--- config.mk ---
export PLATFORM = sky130hd
export DESIGN_NAME = isa_core
export DESIGN_NICKNAME = d
export VERILOG_FILES = /design/src/source/isa_pkg.sv /design/src/source/fetch_ctrl.sv /design/src/source/reg_file.sv /design/src/source/exec_unit.sv /design/src/source/isa_core.sv
export SDC_FILE = /design/constraint.sdc
export NUM_CORES = 1
export LEC_CHECK = 0
export ABC_AREA = 1
export BUFFER_PORTS_ARGS = -buffer_cell sky130_fd_sc_hd__buf_4
export CORE_MARGIN = 4
export CORE_UTILIZATION = 30
export DETAILED_ROUTE_END_ITERATION = 8
export SLEW_MARGIN = 20
export SYNTH_ARGS = -nofsm -noshare
export SYNTH_HDL_FRONTEND = slang
export SYNTH_SLANG_ARGS = --single-unit
export TNS_END_PERCENT = 20
--- constraint.sdc ---
create_clock -name clk -period 5.3 [get_ports clk]
set_clock_uncertainty 0.1 [all_clocks]
set_input_delay 0.795 -clock clk [delete_from_list [all_inputs] [get_ports clk]]
set_output_delay 0.795 -clock clk [all_outputs]
set_load 0.01 [all_outputs]
--- src/source/isa_pkg.sv ---
package isa_pkg;

    // ------------------------------
    // widths
    // ------------------------------
    localparam int word_w      = 16;              // data word
    localparam int reg_idx_w   = 4;               // register index
    localparam int num_regs    = 1 << reg_idx_w;  // sixteen architectural regs
    localparam int pc_w        = 11;              // word address, no byte bit
    localparam int imm_w       = 5;               // branch offset
    localparam int opcode_w    = 3;

    // multiplier latency from exec_start to result
    localparam int mult_stages = 2;
    localparam int mult_half_w = word_w / 2;      // operand split for partial products

    typedef logic signed [word_w-1:0] word_t;
    typedef logic [reg_idx_w-1:0]     reg_idx_t;
    typedef logic [pc_w-1:0]          pc_t;
    typedef logic [opcode_w-1:0]      opcode_t;

    // ------------------------------
    // opcodes
    // ------------------------------
    localparam opcode_t op_arith    = 3'b000;     // add / sub by func
    localparam opcode_t op_slt_mult = 3'b001;     // slt / mult by func
    localparam opcode_t op_beq      = 3'b100;     // branch on equal

    // r-type view
    typedef struct packed {
        opcode_t  opcode;
        reg_idx_t rs;
        reg_idx_t rt;
        reg_idx_t rd;
        logic     func;   // 0 add/slt, 1 sub/mult
    } instr_r_t;

    // branch view, same rs/rt position
    typedef struct packed {
        opcode_t                 opcode;
        reg_idx_t                rs;
        reg_idx_t                rt;
        logic signed [imm_w-1:0] imm;  // offset from pc+1
    } instr_b_t;

    // one 16-bit instruction word, decoded either way
    typedef union packed {
        instr_r_t r;
        instr_b_t b;
    } instr_u;

    // ------------------------------
    // sequencer states
    // ------------------------------
    localparam logic [1:0] st_idle  = 2'd0;       // halted, waiting for run
    localparam logic [1:0] st_fetch = 2'd1;       // request out, waiting for instr
    localparam logic [1:0] st_exe   = 2'd2;       // decode, branch, issue
    localparam logic [1:0] st_alu   = 2'd3;       // waiting on exec_done

endpackage

--- src/source/fetch_ctrl.sv ---
`timescale 1ns/1ns

module fetch_ctrl
(
    input  logic            clk,
    input  logic            rst_n,
    input  logic            run,
    input  logic            instr_valid,
    input  isa_pkg::instr_u instr_data,
    input  isa_pkg::word_t  rs_data,
    input  isa_pkg::word_t  rt_data,
    input  logic            exec_done,
    output logic            fetch_req,
    output isa_pkg::pc_t    fetch_addr,
    output isa_pkg::instr_u instr,
    output logic            exec_start,
    output logic            io_stall
);

    logic [1:0]      state;
    logic [1:0]      state_nxt;
    isa_pkg::instr_u instr_q;
    isa_pkg::pc_t    pc;
    isa_pkg::pc_t    pc_inc;
    isa_pkg::pc_t    br_off;
    isa_pkg::pc_t    pc_nxt;
    logic            is_alu;
    logic            br_taken;
    logic            retire;

    // ------------------------------
    // decode, branch target
    // ------------------------------
    assign is_alu = (instr_q.r.opcode == isa_pkg::op_arith) ||
                    (instr_q.r.opcode == isa_pkg::op_slt_mult);

    // compare straight off the read ports
    assign br_taken = (instr_q.b.opcode == isa_pkg::op_beq) && (rs_data == rt_data);

    assign pc_inc = pc + isa_pkg::pc_t'(1);
    // sign extend imm to pc width
    assign br_off = {{(isa_pkg::pc_w - isa_pkg::imm_w){instr_q.b.imm[isa_pkg::imm_w-1]}},
                     instr_q.b.imm};
    assign pc_nxt = br_taken ? pc_inc + br_off : pc_inc;   // wraps at 11 bits

    // beq and dropped opcodes retire in exe, alu ops on exec_done
    assign retire = ((state == isa_pkg::st_exe) && !is_alu) ||
                    ((state == isa_pkg::st_alu) && exec_done);

    // ------------------------------
    // sequencer
    // ------------------------------
    always_comb
    begin
        state_nxt = state;
        case (state)
            isa_pkg::st_idle:
            begin
                if (run)
                    state_nxt = isa_pkg::st_fetch;
            end
            isa_pkg::st_fetch:
            begin
                if (instr_valid)
                    state_nxt = isa_pkg::st_exe;
            end
            isa_pkg::st_exe:
            begin
                if (is_alu)
                    state_nxt = isa_pkg::st_alu;
                else
                    state_nxt = run ? isa_pkg::st_fetch : isa_pkg::st_idle;
            end
            isa_pkg::st_alu:
            begin
                if (exec_done)
                    state_nxt = run ? isa_pkg::st_fetch : isa_pkg::st_idle;
            end
            default: state_nxt = isa_pkg::st_idle;
        endcase
    end

    always_ff @(posedge clk or negedge rst_n)
    begin
        if (!rst_n)
        begin
            state     <= isa_pkg::st_idle;
            fetch_req <= 1'b0;
            pc        <= '0;
        end
        else
        begin
            state     <= state_nxt;
            // single pulse on entry to fetch
            fetch_req <= (state_nxt == isa_pkg::st_fetch) && (state != isa_pkg::st_fetch);
            if (retire)
                pc <= pc_nxt;  // next fetch carries the new pc
        end
    end

    // stray responses outside fetch are dropped
    always_ff @(posedge clk)
    begin
        if ((state == isa_pkg::st_fetch) && instr_valid)
            instr_q <= instr_data;
    end

    assign fetch_addr = pc;                          // stable while waiting
    assign instr      = instr_q;
    assign exec_start = (state == isa_pkg::st_exe);  // cycle after instr_valid
    assign io_stall   = !retire;                     // low one cycle per instruction

endmodule

--- src/source/reg_file.sv ---
`timescale 1ns/1ns

module reg_file
(
    input  logic              clk,
    input  logic              rst_n,
    input  isa_pkg::reg_idx_t rs_idx,
    input  isa_pkg::reg_idx_t rt_idx,
    input  logic              we,
    input  isa_pkg::reg_idx_t wr_idx,
    input  isa_pkg::word_t    wr_data,
    input  logic              host_we,
    input  isa_pkg::reg_idx_t host_idx,
    input  isa_pkg::word_t    host_data,
    output isa_pkg::word_t    rs_data,
    output isa_pkg::word_t    rt_data
);

    // architectural registers r0..r15
    isa_pkg::word_t regs [isa_pkg::num_regs];

    // ------------------------------
    // write side
    // ------------------------------
    always_ff @(posedge clk or negedge rst_n)
    begin
        if (!rst_n)
        begin
            for (int i = 0; i < isa_pkg::num_regs; i++)
            begin
                regs[i] <= '0;
            end
        end
        else if (we)
        begin
            regs[wr_idx] <= wr_data;      // core writeback
        end
        else if (host_we)
        begin
            regs[host_idx] <= host_data;  // preload while halted
        end
    end

    // ------------------------------
    // read side
    // ------------------------------
    // no bypass needed
    // one instruction in flight, writeback lands before the next decode
    assign rs_data = regs[rs_idx];
    assign rt_data = regs[rt_idx];

endmodule

--- src/source/exec_unit.sv ---
`timescale 1ns/1ns

module exec_unit
(
    input  logic              clk,
    input  logic              rst_n,
    input  logic              exec_start,
    input  isa_pkg::instr_u   instr,
    input  isa_pkg::word_t    rs_data,
    input  isa_pkg::word_t    rt_data,
    output logic              exec_done,
    output isa_pkg::reg_idx_t wr_idx,
    output isa_pkg::word_t    wr_data,
    output logic              we
);

    // operand and destination latches
    isa_pkg::word_t    op_a;
    isa_pkg::word_t    op_b;
    isa_pkg::reg_idx_t dst_q;
    isa_pkg::opcode_t  opc_q;
    logic              func_q;

    logic                              simple_start;
    logic                              mult_start;
    logic                              alu_pend;
    logic [isa_pkg::mult_stages-1:0]   mult_pipe;   // valid bit per stage

    logic [isa_pkg::word_w-1:0]      a_u;
    logic [isa_pkg::word_w-1:0]      b_u;
    logic [isa_pkg::word_w-1:0]      pp_lo_d;
    logic [isa_pkg::mult_half_w-1:0] pp_hi_d;
    logic [isa_pkg::word_w-1:0]      pp_lo_q;
    logic [isa_pkg::mult_half_w-1:0] pp_hi_q;

    isa_pkg::word_t sum;
    isa_pkg::word_t diff;
    isa_pkg::word_t slt_res;
    isa_pkg::word_t prod;

    // ------------------------------
    // issue decode
    // ------------------------------
    assign simple_start = exec_start &&
                          ((instr.r.opcode == isa_pkg::op_arith) ||
                           ((instr.r.opcode == isa_pkg::op_slt_mult) && !instr.r.func));
    assign mult_start   = exec_start &&
                          (instr.r.opcode == isa_pkg::op_slt_mult) && instr.r.func;

    always_ff @(posedge clk)
    begin
        if (exec_start)
        begin
            op_a   <= rs_data;
            op_b   <= rt_data;
            dst_q  <= instr.r.rd;
            opc_q  <= instr.r.opcode;
            func_q <= instr.r.func;
        end
    end

    always_ff @(posedge clk or negedge rst_n)
    begin
        if (!rst_n)
        begin
            alu_pend  <= 1'b0;
            mult_pipe <= '0;
        end
        else
        begin
            alu_pend  <= simple_start;  // add/sub/slt done next cycle
            mult_pipe <= {mult_pipe[isa_pkg::mult_stages-2:0], mult_start};
        end
    end

    // ------------------------------
    // multiplier
    // ------------------------------
    // low half of signed product equals low half of the raw bit product
    assign a_u = op_a;
    assign b_u = op_b;

    // a x b low byte
    assign pp_lo_d = a_u * {{isa_pkg::mult_half_w{1'b0}},
                            b_u[isa_pkg::mult_half_w-1:0]};
    // only low bits survive shift
    assign pp_hi_d = a_u[isa_pkg::mult_half_w-1:0] *
                     b_u[isa_pkg::word_w-1:isa_pkg::mult_half_w];

    // stage 1 partial products, loaded every cycle
    always_ff @(posedge clk)
    begin
        pp_lo_q <= pp_lo_d;
        pp_hi_q <= pp_hi_d;
    end

    assign prod = pp_lo_q + {pp_hi_q, {isa_pkg::mult_half_w{1'b0}}};  // stage 2 merge

    // ------------------------------
    // alu and writeback select
    // ------------------------------
    assign sum     = op_a + op_b;                                 // wraps
    assign diff    = op_a - op_b;
    assign slt_res = (op_a < op_b) ? isa_pkg::word_t'(1) : '0;  // signed compare

    always_comb
    begin
        if (mult_pipe[isa_pkg::mult_stages-1])
            wr_data = prod;
        else if (opc_q == isa_pkg::op_slt_mult)
            wr_data = slt_res;
        else if (func_q)
            wr_data = diff;
        else
            wr_data = sum;
    end

    assign exec_done = alu_pend || mult_pipe[isa_pkg::mult_stages-1];
    assign we        = exec_done;  // every alu op writes rd
    assign wr_idx    = dst_q;

endmodule

--- src/source/isa_core.sv ---
`timescale 1ns/1ns

module isa_core
(
    input  logic              clk,
    input  logic              rst_n,
    input  logic              run,
    input  logic              host_we,
    input  isa_pkg::reg_idx_t host_idx,
    input  isa_pkg::word_t    host_data,
    input  logic              instr_valid,
    input  isa_pkg::instr_u   instr_data,
    output logic              fetch_req,
    output isa_pkg::pc_t      fetch_addr,
    output logic              wb_valid,
    output isa_pkg::reg_idx_t wb_idx,
    output isa_pkg::word_t    wb_data,
    output logic              io_stall
);

    isa_pkg::instr_u   instr;       // latched instruction
    logic              exec_start;
    logic              exec_done;
    isa_pkg::word_t    rs_data;
    isa_pkg::word_t    rt_data;
    logic              ex_we;
    isa_pkg::reg_idx_t ex_wr_idx;
    isa_pkg::word_t    ex_wr_data;

    // ------------------------------
    // sequencer
    fetch_ctrl u_fetch_ctrl (
        .clk         (clk),
        .rst_n       (rst_n),
        .run         (run),
        .instr_valid (instr_valid),
        .instr_data  (instr_data),
        .rs_data     (rs_data),
        .rt_data     (rt_data),
        .exec_done   (exec_done),
        .fetch_req   (fetch_req),
        .fetch_addr  (fetch_addr),
        .instr       (instr),
        .exec_start  (exec_start),
        .io_stall    (io_stall)
    );

    // ------------------------------
    // registers, host port only while halted
    reg_file u_reg_file (
        .clk       (clk),
        .rst_n     (rst_n),
        .rs_idx    (instr.r.rs),
        .rt_idx    (instr.r.rt),
        .we        (ex_we),
        .wr_idx    (ex_wr_idx),
        .wr_data   (ex_wr_data),
        .host_we   (host_we && !run),
        .host_idx  (host_idx),
        .host_data (host_data),
        .rs_data   (rs_data),
        .rt_data   (rt_data)
    );

    exec_unit u_exec_unit (
        .clk        (clk),
        .rst_n      (rst_n),
        .exec_start (exec_start),
        .instr      (instr),
        .rs_data    (rs_data),
        .rt_data    (rt_data),
        .exec_done  (exec_done),
        .wr_idx     (ex_wr_idx),
        .wr_data    (ex_wr_data),
        .we         (ex_we)
    );

    assign wb_valid = ex_we;       // one pulse per register write
    assign wb_idx   = ex_wr_idx;
    assign wb_data  = ex_wr_data;

endmodule

Yosys cells after proc, flatten, opt, wreduce, memory -nomap -nowiden
Index checks and enable logic that the tools add are counted.
{"block": "totals", "regBits": 353, "in_bits": 41, "out_inout_bits": 34, "wordCells": 104}
{"block": "classes", "n_addsub": 5, "n_mul": 2, "magnitude_cmp": 7, "eq_ne": 9, "muxes": 25, "n_bitwise": 4, "reduce_logical": 23}
{"cell": "$bwmux W256", "count": 2}
{"cell": "$mux W256", "count": 2}
{"cell": "$mux W16", "count": 9}
{"cell": "$bmux W16 S4", "count": 2}
{"cell": "$demux W16 S4", "count": 2}
{"cell": "$add A16 B16 Y16", "count": 2}
{"cell": "$ge A5 B5 Y1 const B", "count": 4}
{"cell": "$not A4 Y5", "count": 4}
{"cell": "$eq A16 B16 Y1", "count": 1}
{"cell": "$lt A16 B16 Y1", "count": 1}
{"cell": "$mul A16 B8 Y16", "count": 1}
{"cell": "$sub A16 B16 Y16", "count": 1}
{"cell": "$logic_and A1 B1 Y1", "count": 12}
{"cell": "$add A11 B1 Y11 const B", "count": 1}
{"cell": "$add A11 B11 Y11", "count": 1}
{"cell": "$mux W11", "count": 1}
{"cell": "$lt A5 B1 Y1 const B", "count": 2}
{"cell": "$mul A8 B8 Y8", "count": 1}
{"cell": "$mux W2", "count": 4}
{"cell": "$pmux W2 S4", "count": 1}
{"cell": "$eq A3 B1 Y1 const B", "count": 2}
{"cell": "$eq A2 B1 Y1 const B", "count": 2}
{"cell": "$eq A2 B2 Y1 const B", "count": 2}
{"cell": "$logic_not A1 Y1", "count": 4}
{"cell": "other kinds (7)", "count": 11}

Depth between registers and ports, before layout
Gate-level depths: netlist of run 1.
{"block": "depth", "ltp_word": 8, "depth_mapped": 23, "mapped_depth_nobuf": 21}

By module
Synthesis of run 1 repeated with hierarchy kept, for this count alone.
{"block": "unflattened", "cells_unflattened": 4346, "area_unflattened_um2": 28344.7}
{"module": "reg_file", "n_inst": 1, "cells_each": 2904, "area_each_um2": 17898.4, "seq_area_each_um2": 6406.1}
{"module": "exec_unit", "n_inst": 1, "cells_each": 1139, "area_each_um2": 8226.6, "seq_area_each_um2": 1756.7}
{"module": "fetch_ctrl", "n_inst": 1, "cells_each": 301, "area_each_um2": 2209.6, "seq_area_each_um2": 830.8}
{"module": "isa_core", "n_inst": 1, "cells_each": 2, "area_each_um2": 10.0, "seq_area_each_um2": 0.0}

Worst setup path before layout of run 1
No wires, ideal clock.
{"block": "synth_timing", "path_type": "reg-to-reg", "start": "register u_exec_unit.op_a[1], in the netlist u_exec_unit.a_u[1]", "end": "register u_exec_unit.pp_lo_q[15] (netlist bit)", "arrival_ns": 4.232, "required_ns": 5.128, "path_slack_ns": 0.896, "stages_incl_launch_ff": 21, "n_path_buf": 1, "period_less_slack_ns": 4.404, "cell_sequence": "edfxtp_1 > clkbuf_1 > nand2_1 > inv_1 > fa_1 > fa_1 > inv_1 > fa_1 > fa_1 > inv_1 > ha_1 > nand2_1 > nor2_1 > nor3b_1 > o21bai_1 > a21oi_1 > o21bai_1 > a21oi_1 > nor2_1 > nor2_1 > xor2_1"}
{"block": "synth_via", "elab_chain_cells": 1}
{"item": "start, declared", "line_no": "exec_unit.sv:18", "text": "isa_pkg::word_t op_a;"}
{"item": "start signal, assigned", "line_no": "exec_unit.sv:54", "text": "op_a <= rs_data;"}
{"item": "$mul A16 B8 Y16", "line_no": "exec_unit.sv:84", "text": "assign pp_lo_d = a_u * {{isa_pkg::mult_half_w{1'b0}},"}
{"item": "named net u_exec_unit.pp_lo_d, one bit", "line_no": "exec_unit.sv:31", "text": "logic [isa_pkg::word_w-1:0] pp_lo_d;"}
{"item": "end signal, assigned", "line_no": "exec_unit.sv:93", "text": "pp_lo_q <= pp_lo_d;"}
{"item": "end, declared", "line_no": "exec_unit.sv:33", "text": "logic [isa_pkg::word_w-1:0] pp_lo_q;"}
The timed path passes the listed nets, and every way through them passes these cells.
A chain may end at the register's enable or synchronous reset.

Worst setup path after layout of run 1
{"block": "layout_timing", "start": "register u_exec_unit.op_b[3], in the netlist u_exec_unit.b_u[3]", "end": "register u_exec_unit.pp_lo_q[15] (netlist bit)"}
{"block": "layout_via", "elab_chain_cells": 1}
{"item": "start, declared", "line_no": "exec_unit.sv:19", "text": "isa_pkg::word_t op_b;"}
{"item": "start signal, assigned", "line_no": "exec_unit.sv:55", "text": "op_b <= rt_data;"}
{"item": "$mul A16 B8 Y16", "line_no": "exec_unit.sv:84"}
{"item": "named net u_exec_unit.pp_lo_d, one bit", "line_no": "exec_unit.sv:31"}
The timed path passes the listed nets, and every way through them passes these cells.

==> key figures, run 1 <==
Outcome
  – Status: completed

Place
  – Post-DP HPWL: 71000 um
  – Port bufs: 74
  – DP Area: 28200 um^2
  – RePlAce Congestion: 0.924
  – Worst slack at placement: about 0.56 ns

Yosys
  – Post-synth EDFFs: 56
  – Dominant cells by area after synthesis: dfrtp_1 26%, nand2_1 12%, nand3_1 8.4%
  – Top FF cell, synth: dfrtp_1
  – Syn nets: 3885
  – Most common cell in the netlist: nand2_1
  – Syn Inst Count: 3679
  – Synthesized cell area: between 20000 and 30000 um^2
  – Synth top area share: 25.8%
  – Top cells by count, synth: 863 x nand2_1, 523 x inv_1, 444 x nand3_1
  – Number of distinct library cells after synthesis: 50
  – Yosys reg bits: 353
  – Seq/Total Area, Yosys: between 30% and 40%
  – Avg Synthesized Cell Area: 7.20 um^2
  – Async SR Flop Fraction: 77.3%
  – Ys Warns: 0
  – Top cell type by total area after synthesis: dfrtp_1

CTS
  – TritonCTS buffer count: 43
  – Maximum clock path buffer count: 3
  – CTS Hold Bufs: 0
  – Postcts setup bufs: 0
  – Clk pin slew, worst setup/hold paths: about 0.060 ns
  – H-tree lvl count: 2
  – Resize count post-CTS: 0
  – Clock sinks: 353
  – CTS tree: yes
  – Clock latency at the later pin of the worst-skew pair: 0.61 ns
  – CTS root buffer: clkbuf_16

Power
  – Gate power share: approximately three fifths
  – VDD IR max: 0.000512 V
  – Clock share of power: between 10% and 20%
  – Pleak: 13.8 nW
  – Sw Ratio: between 40% and 50%
  – Internal: ~0.010 W
  – Sequential share of power: approximately 24%
  – P per Cell Area: 694 nW/um^2
  – Psw: 0.0101 W

Worst setup path
  – WP data required: 5.70 ns
  – Reg2reg start: u_exec_unit.b_u[3]
  – Worst path max stage delay: 0.63 ns
  – FF-to-FF path depth: 19
  – Critical path buffer and inverter count: 3
  – Crit path DAT: 5.16 ns
  – CP Max Fanout: 14
  – Crit. End Element: register
  – CP Class: register to register
  – Most frequent CP cell: fa_1
  – R2R Setup Slk: roughly 0.55 ns
  – Reg2reg end: u_exec_unit.pp_lo_q[15]
  – Worst Setup Start Kind: register
  – CP cell instances: nand2_1 > inv_1 > fa_1 > fa_1 > inv_1 > fa_1 > fa_1 > inv_1 > ha_1 > nand2_1 > nor2_1 > nor3b_1 > o21bai_1 > a21oi_1 > o21bai_1 > a21oi_1 > nor2_1 > nor2_1 > xor2_1
  – Top delay family on crit path: adder cells
  – Critical path's slowest cell: edfxtp_1

STA
  – Final setup TNS: 0 ns
  – Setup-failing EPs final: 0
  – RSZ-0062 raised after global routing: no
  – Fin crit period: roughly 4.8 ns
  – Final Slew Violations: 0
  – Least-Margin Pin Slew: around 1.1 ns
  – Final hold viol count: 0
  – Final setup margin: 0.545 ns
  – Final worst-path cycle share: 89.7%
  – Fmax: between 0.2 and 0.25 GHz
  – Final hold slack: 0.0607 ns
  – Max-slew headroom: about 26%

Floorplan
  – Initial core utilization: 30.4%
  – # IOs: 75
  – Die X-Extent: 305 um
  – Rows: 108
  – Core region area: between 80000 and 90000 um^2
  – Die Area: 93100 um^2
  – Vertical die dimension: 305 um

Final layout
  – Syn-to-layout area delta: 11.6%
  – Layout cells sized above 1: between 7 and 8%
  – Post-Route Utilization: 33.9%
  – Final Cell Area: between 20000 and 30000 um^2
  – Nets: slightly below 4k

Routing
  – Avg Vias per Cell: 5.35
  – Post-Route WL: 103000 um
  – DR pass1 iterations: 6
  – Via count: 25.9k
  – DR iter-0 viols: slightly below 3k
  – Drt wl/cell: 21.2 um
  – Antenna Nets Post-Route: 0
  – Drc violations: 0

Global routing
  – Vias in the first global route: 24.5k
  – Pin count of the biggest net entering global routing: 182
  – Total grt overflow: 0
  – First-pass GRT wire length: 155000 um
  – Initial antenna violation count: 4
  – Gr usage total: 21.5%

Worst hold path
  – HP Class: input port to async pin

Job
  – Total of max-cap violations: 0
==> cell families after synthesis <==
kind of cell,Yosys count,share of synthesized area (%)
AOI/OAI and AO/OA,681,16.2
xor gates and xnor gates,60,1.98
adders and majority gates,165,9.95
buffers and inverters,774,12.0
DFF,353,34.0
muxes,1,0.0378
and+or+nand+nor,1645,26.0
==> worst max-delay path by stage <==
stage / start / endpoint / slack (ns) / cells past startpoint
floorplan: u_exec_unit.a_u[1] / u_exec_unit.pp_lo_q[15] / 0.90 / 20
global placement: u_exec_unit.b_u[3] / u_exec_unit.pp_lo_q[15] / 0.60 / 19
detailed placement: u_exec_unit.b_u[3] / u_exec_unit.pp_lo_q[15] / 0.56 / 19
CTS: u_exec_unit.b_u[3] / u_exec_unit.pp_lo_q[15] / 0.54 / 19
global route: u_exec_unit.b_u[3] / u_exec_unit.pp_lo_q[15] / 0.14 / 19
finish: u_exec_unit.b_u[3] / u_exec_unit.pp_lo_q[15] / 0.55 / 19
==> layout make-up <==
cell class                 count  area (um^2)
sequential                   353         8990
inverter                     540         2030
tap                         1155         1450
clock buffer                  65         1220
multi-input combinational   2552        14300
fill                        9220        57600
clock inverter                10          145
antenna                        1         2.50
timing repair buffer         170         1370
==> state kept, by name, indices dropped and copies added, names as in the netlist, 4 cells and up <==
| name | cells |
|---|---|
| u_exec_unit.a_u | 16 |
| u_exec_unit.b_u | 16 |
| u_exec_unit.pp_hi_q | 8 |
| u_exec_unit.pp_lo_q | 16 |
| u_exec_unit.wr_idx | 4 |
| u_fetch_ctrl.fetch_addr | 11 |
| u_fetch_ctrl.instr | 16 |
| u_reg_file.regs | 256 |
==> routing by layer <==
metal	wire length [um]	global-route usage [%]	vias up	part of all wire, %
met1	42900	29.0	12300	42
li1	-	-	12000	-
met2	43200	31.9	1369	42
met4	6890	12.8	4	6.7
met5	30	0	-	0.029
met3	9890	4.54	282	9.6
==> cell usage in the layout (no fill, tap or decap), types with 10 or more instances in the layout <==
cell type,n
clkbuf_1,16
clkinv_1,12
dfrtp_1,273
ha_1,89
o211ai_1,211
o22ai_1,12
dfxtp_1,24
a22oi_1,22
xnor2_1,17
o221ai_1,39
nand3_1,444
nand2_1,863
buf_4,162
nand4_1,18
inv_1,520
nor2_1,279
edfxtp_1,56
clkbuf_16,43
a31oi_1,29
o21ai_0,120
nor3_1,10
a21oi_1,212
fa_1,76
xor2_1,43
==> power groups by stage <==
stage	logic (W)	registers (W)	clock network, W
final	0.0126	0.00494	0.00296
after floorplan	0.00891	0.00464	0
after global placement	0.0124	0.00493	0
after CTS	0.0126	0.00491	0.00302
after detailed placement	0.0125	0.00496	0
after global routing	0.0143	0.00507	0.00312
==> worst register-to-register path, cell delays in order, from the launching register on <==
cell and delay [ns]:
edfxtp_1 0.63, nand2_1 0.16, inv_1 0.06, fa_1 0.40, fa_1 0.50, inv_1 0.06, fa_1 0.49, fa_1 0.50
inv_1 0.04, ha_1 0.34, nand2_1 0.09, nor2_1 0.04, nor3b_1 0.39, o21bai_1 0.17, a21oi_1 0.16, o21bai_1 0.11
a21oi_1 0.13, nor2_1 0.05, nor2_1 0.10, xor2_1 0.14
==> per-stage QoR <==
| stage | cells | total power (W) |
|---|---|---|
| detailed placement | 4770 | 0.0175 |
| global placement | 4770 | 0.0173 |
| finish | 4846 | 0.0205 |
| floorplan | 3679 | 0.0136 |
| CTS | 4845 | 0.0205 |
| global route | 4845 | 0.0225 |
Power figures use the tool's default switching activity.
==> run 2, diff against run 1 <==
- ABC_AREA: 1 -> default
==> run 2 against run 1 <==
Effect of this change:
- critical path type is now register to output port
- sequential power down 28%
- non-clock buffer count shrank 3
- worst setup slack worse by 0.27 ns
- synthesized area shrank 9.9%
- register-to-register slack lost 0.13 ns
- sequential share of layout area rose by 2.6 points
- via count shrank 23%
- combinational power decreased by 91%
==> key figures, run 2 <==
Power
  – Sw Ratio: 27.7% (was 49.3%)
  – Psw: 0.00210 W (was 0.0101 W)
  – Clock share of power: 37.7% (was 14.4%)
  – Pwr Total: 0.00759 W (was 0.0205 W)
  – VDD IR max: 0.000202 V (was 0.000512 V)
  – Internal: 0.00548 W (was 0.0104 W)
  – P per Cell Area: 279 nW/um^2 (was 694 nW/um^2)
  – Pleak: 11.6 nW (was 13.8 nW)
  – Gate power share: 15.5% (was 61.5%)
  – Sequential share of power: 46.8% (was 24.1%)

CTS
  – H-tree lvl count: 2 (unchanged)
  – Clock sinks: 353 (unchanged)
  – Clock latency at the later pin of the worst-skew pair: 0.60 ns (was 0.61 ns)
  – TritonCTS buffer count: 40 (was 43)
  – CTS root buffer: clkbuf_16 (unchanged)
  – Clk pin slew, worst setup/hold paths: 0.06 ns (about the same)
  – Maximum clock path buffer count: 3 (unchanged)
  – CTS tree: yes (unchanged)
  – CTS Hold Bufs: 0 (unchanged)

Final layout
  – Post-Route Utilization: 34.5% (was 33.9%)
  – Syn-to-layout area delta: 14.1% (was 11.6%)
  – Area of the multi-input gates: 13700 um^2 (was 14300 um^2)
  – Most common cell after layout, fill and taps aside: nand2_1 (unchanged)
  – Most frequent cells in the layout: 340 x nand2_1, 273 x dfrtp_1, 182 x o221ai_1, 162 x buf_4, 148 x inv_1 (was 863 x nand2_1, 520 x inv_1, 444 x nand3_1, 279 x nor2_1, 273 x dfrtp_1)
  – Layout cells sized above 1: 15.6% (was 7.32%)
  – Fillers: 7946 (was 9220)
  – Max reg flops: 256 (unchanged)
  – Non-Filler Instances: 3435 (was 4846)
  – Nets: 2556 (was 3866)
  – Most flop-heavy register: u_reg_file.regs (unchanged)
  – Sequential Area: 8990 um^2 (unchanged)

Outcome
  – Status: completed (unchanged)

Global routing
  – Initial antenna violation count: 0 (was 4)
  – First-pass GRT wire length: 128000 um (was 155000 um)
  – Vias in the first global route: 19.6k (was 24.5k)
  – Gr usage total: 19.8% (was 21.5%)
  – Pin count of the biggest net entering global routing: 100 (was 182)
  – Total grt overflow: 0 (unchanged)

Worst setup path
  – Top delay family on crit path: compound AO/OA/AOI/OAI gates (was adder cells)
  – FF-to-FF path depth: 17 (was 19)
  – Crit. End Element: output port (was register)
  – CP Class: register to output port (was register to register)
  – Critical path's slowest cell: edfxtp_1 (unchanged)
  – Critical path buffer and inverter count: 5 (was 3)
  – Worst path max stage delay: 0.61 ns (was 0.63 ns)
  – WP data required: 4.41 ns (was 5.70 ns)
  – Most frequent CP cell: inv_1 (was fa_1)
  – Crit path DAT: 4.13 ns (was 5.16 ns)
  – CP Max Fanout: 17 (was 14)
  – Reg2reg end: u_exec_unit.pp_lo_q[13] (was u_exec_unit.pp_lo_q[15])
  – Reg2reg start: u_exec_unit.b_u[2] (was u_exec_unit.b_u[3])
  – CP startpoint: u_exec_unit.b_u[2] (was u_exec_unit.b_u[3])
  – CP cell instances: inv_1 > ha_1 > inv_1 > o21ai_0 > a21oi_1 > o211ai_1 > a21oi_1 > o311ai_0 > a21boi_0 > xnor2_1 > a22oi_1 > buf_4 > inv_1 > buf_4 (was nand2_1 > inv_1 > fa_1 > fa_1 > inv_1 > fa_1 > fa_1 > inv_1 > ha_1 > nand2_1 > nor2_1 > nor3b_1 > o21bai_1 > a21oi_1 > o21bai_1 > a21oi_1 > nor2_1 > nor2_1 > xor2_1)
  – Crit path depth: 14 (was 19)
  – Worst Setup Start Kind: register (unchanged)
  – R2R Setup Slk: 0.42 ns (was 0.55 ns)
  – Setup crit end: wb_data[15] (was u_exec_unit.pp_lo_q[15])

STA
  – Max-slew headroom: 17.6% (was 25.7%)
  – Fin crit period: 5.03 ns (was 4.75 ns)
  – Setup-failing EPs final: 0 (unchanged)
  – Fmax: 0.199 GHz (was 0.210 GHz)
  – Final setup TNS: 0 ns (unchanged)
  – Final setup margin: 0.271 ns (was 0.545 ns)
  – Final Slew Violations: 0 (unchanged)
  – Final worst-path cycle share: 94.9% (was 89.7%)
  – Final hold viol count: 0 (unchanged)
  – RSZ-0062 raised after global routing: no (unchanged)
  – Least-Margin Pin Slew: 1.23 ns (was 1.11 ns)

Routing
  – Avg Vias per Cell: 5.79 (was 5.35)
  – Via count: 19.9k (was 25.9k)
  – Drt wl/cell: 25.1 um (was 21.2 um)
  – Antenna Nets Post-Route: 0 (unchanged)
  – DR pass1 iterations: 6 (unchanged)
  – Post-Route WL: 86100 um (was 103000 um)
  – Drc violations: 0 (unchanged)
  – DR iter-0 viols: 2225 (was 2901)

Place
  – Post-DP HPWL: 56900 um (was 71000 um)
  – Placed cells: 3355 (was 4770)
  – Port bufs: 74 (unchanged)
  – RePlAce Congestion: 0.896 (was 0.924)
  – Worst slack at placement: 0.353 ns (was 0.565 ns)

Yosys
  – Post-synth EDFFs: 56 (unchanged)
  – Top cells by count, synth: 340 x nand2_1, 273 x dfrtp_1, 182 x o221ai_1 (was 863 x nand2_1, 523 x inv_1, 444 x nand3_1)
  – Seq/Total Area, Yosys: 37.7% (was 34.0%)
  – Top cell type by total area after synthesis: dfrtp_1 (unchanged)
  – Synthesized cell area: 23900 um^2 (was 26500 um^2)
  – Top FF cell, synth: dfrtp_1 (unchanged)
  – Ys Warns: 0 (unchanged)
  – Synth top area share: 28.6% (was 25.8%)
  – Yosys reg bits: 353 (unchanged)
  – Dominant cells by area after synthesis: dfrtp_1 29%, mux4_2 11%, edfxtp_1 7.0% (was dfrtp_1 26%, nand2_1 12%, nand3_1 8.4%)
  – Avg Synthesized Cell Area: 10.3 um^2 (was 7.20 um^2)
  – Number of distinct library cells after synthesis: 64 (was 50)
  – Syn nets: 2513 (was 3885)
  – Async SR Flop Fraction: 77.3% (unchanged)
  – Most common cell in the netlist: nand2_1 (unchanged)
  – Syn Inst Count: 2307 (was 3679)

Floorplan
  – Core region area: 78900 um^2 (was 87200 um^2)
  – Rows: 103 (was 108)
  – Vertical die dimension: 290 um (was 305 um)
  – Die X-Extent: 290 um (was 305 um)
  – Die Area: 84100 um^2 (was 93100 um^2)
  – # IOs: 75 (unchanged)
  – Initial core utilization: 30.3% (was 30.4%)

Job
  – Total of max-cap violations: 0 (unchanged)

Worst hold path
  – HP Class: input port to async pin (unchanged)
## run 2: cell types whose count changed after synthesis, moves of 137 or more
| cell | change |
|---|---|
| inv_1 | -374 |
| nor2_1 | -166 |
| o211ai_1 | -195 |
| o221ai_1 | +143 |
| nand2_1 | -523 |
| nand3_1 | -420 |
| a21oi_1 | -137 |
## run 2: logic make-up (layout without fill, tap and decap cells)
family / after synthesis / count (layout) / synth area share [%]
compound gates: 553 / 553 / 16.8
simple gates: 653 / 653 / 12.3
mux: 176 / 176 / 13.6
other cells: 0 / 3 / 0
fa+ha+maj: 165 / 165 / 11.0
buf+inv: 316 / 391 / 5.20
xor+xnor: 91 / 91 / 3.34
flops: 353 / 353 / 37.7
## run 2: per-layer routing
metal  share of wire [%]  GRT usage [%]  wire length [um]  vias up
met1                  39           25.5             33800     9972
met4                 5.0           9.25              4350        0
met2                  47           31.6             40100     1111
li1                    -              -                 -     8542
met3                 9.1           4.55              7850      268
met5                   0              0                 0        -
## run 2: stage by stage
| stage | area, um^2 | hold WS, ns |
|---|---|---|
| finish | 27200 | 0.129 |
| global route | 27200 | 0.197 |
| CTS | 27200 | 0.175 |
| detailed placement | 25900 | 0.236 |
| global placement | 25900 | 0.236 |
| floorplan | 23900 | 0.231 |
## run 2: worst min-delay path by stage
stage                        startpoint  slack [ns]  cells after the start                        to
3_3_place_gp   u_exec_unit.mult_pipe[0]        0.24                      0  u_exec_unit.mult_pipe[1]
2_1_floorplan  u_exec_unit.mult_pipe[0]        0.23                      0  u_exec_unit.mult_pipe[1]
4_1_cts                           rst_n        0.17                      1       u_reg_file.regs[65]
3_5_place_dp   u_exec_unit.mult_pipe[0]        0.24                      0  u_exec_unit.mult_pipe[1]
6_report                          rst_n        0.13                      1       u_reg_file.regs[65]
5_1_grt                           rst_n        0.20                      1       u_reg_file.regs[65]
## run 2: worst reg2reg max path: stages (launching register included)
cell,delay (ns)
edfxtp_1,0.58
and2_1,0.27
fa_1,0.44
fa_1,0.49
inv_1,0.05
fa_1,0.48
fa_1,0.49
inv_1,0.04
ha_1,0.31
o21ai_0,0.14
a21boi_1,0.22
o21ai_1,0.10
a21boi_0,0.23
o21ai_0,0.16
a21boi_0,0.24
o21ai_0,0.15
nor2b_1,0.16
xnor2_1,0.12
## run 2: area by class of cell
type | instances | area share, %
tap | 1050 | 4.83
antenna | 3 | 0.0276
timing repair buffer | 167 | 4.82
multi-input combinational | 1638 | 50.4
sequential | 353 | 33.0
clock buffer | 56 | 3.93
clock inverter | 18 | 0.878
inverter | 150 | 2.07
## run 2: repair_timing
item                                   CTS  global route
resized for setup                        0             7
endpoints found under the hold margin    0             0
setup endpoints to repair                2             7
pin swaps                                0             0
buffers inserted                         3             0
cloned                                   0             0
## run 2: power by group through the flow
stage,registers (W),logic (W),clock network [W]
2_1_floorplan,0.00347,0.000890,0
3_3_place_gp,0.00355,0.00113,0
3_5_place_dp,0.00357,0.00116,0
4_1_cts,0.00353,0.00117,0.00290
5_1_grt,0.00359,0.00129,0.00302
6_report,0.00355,0.00118,0.00286
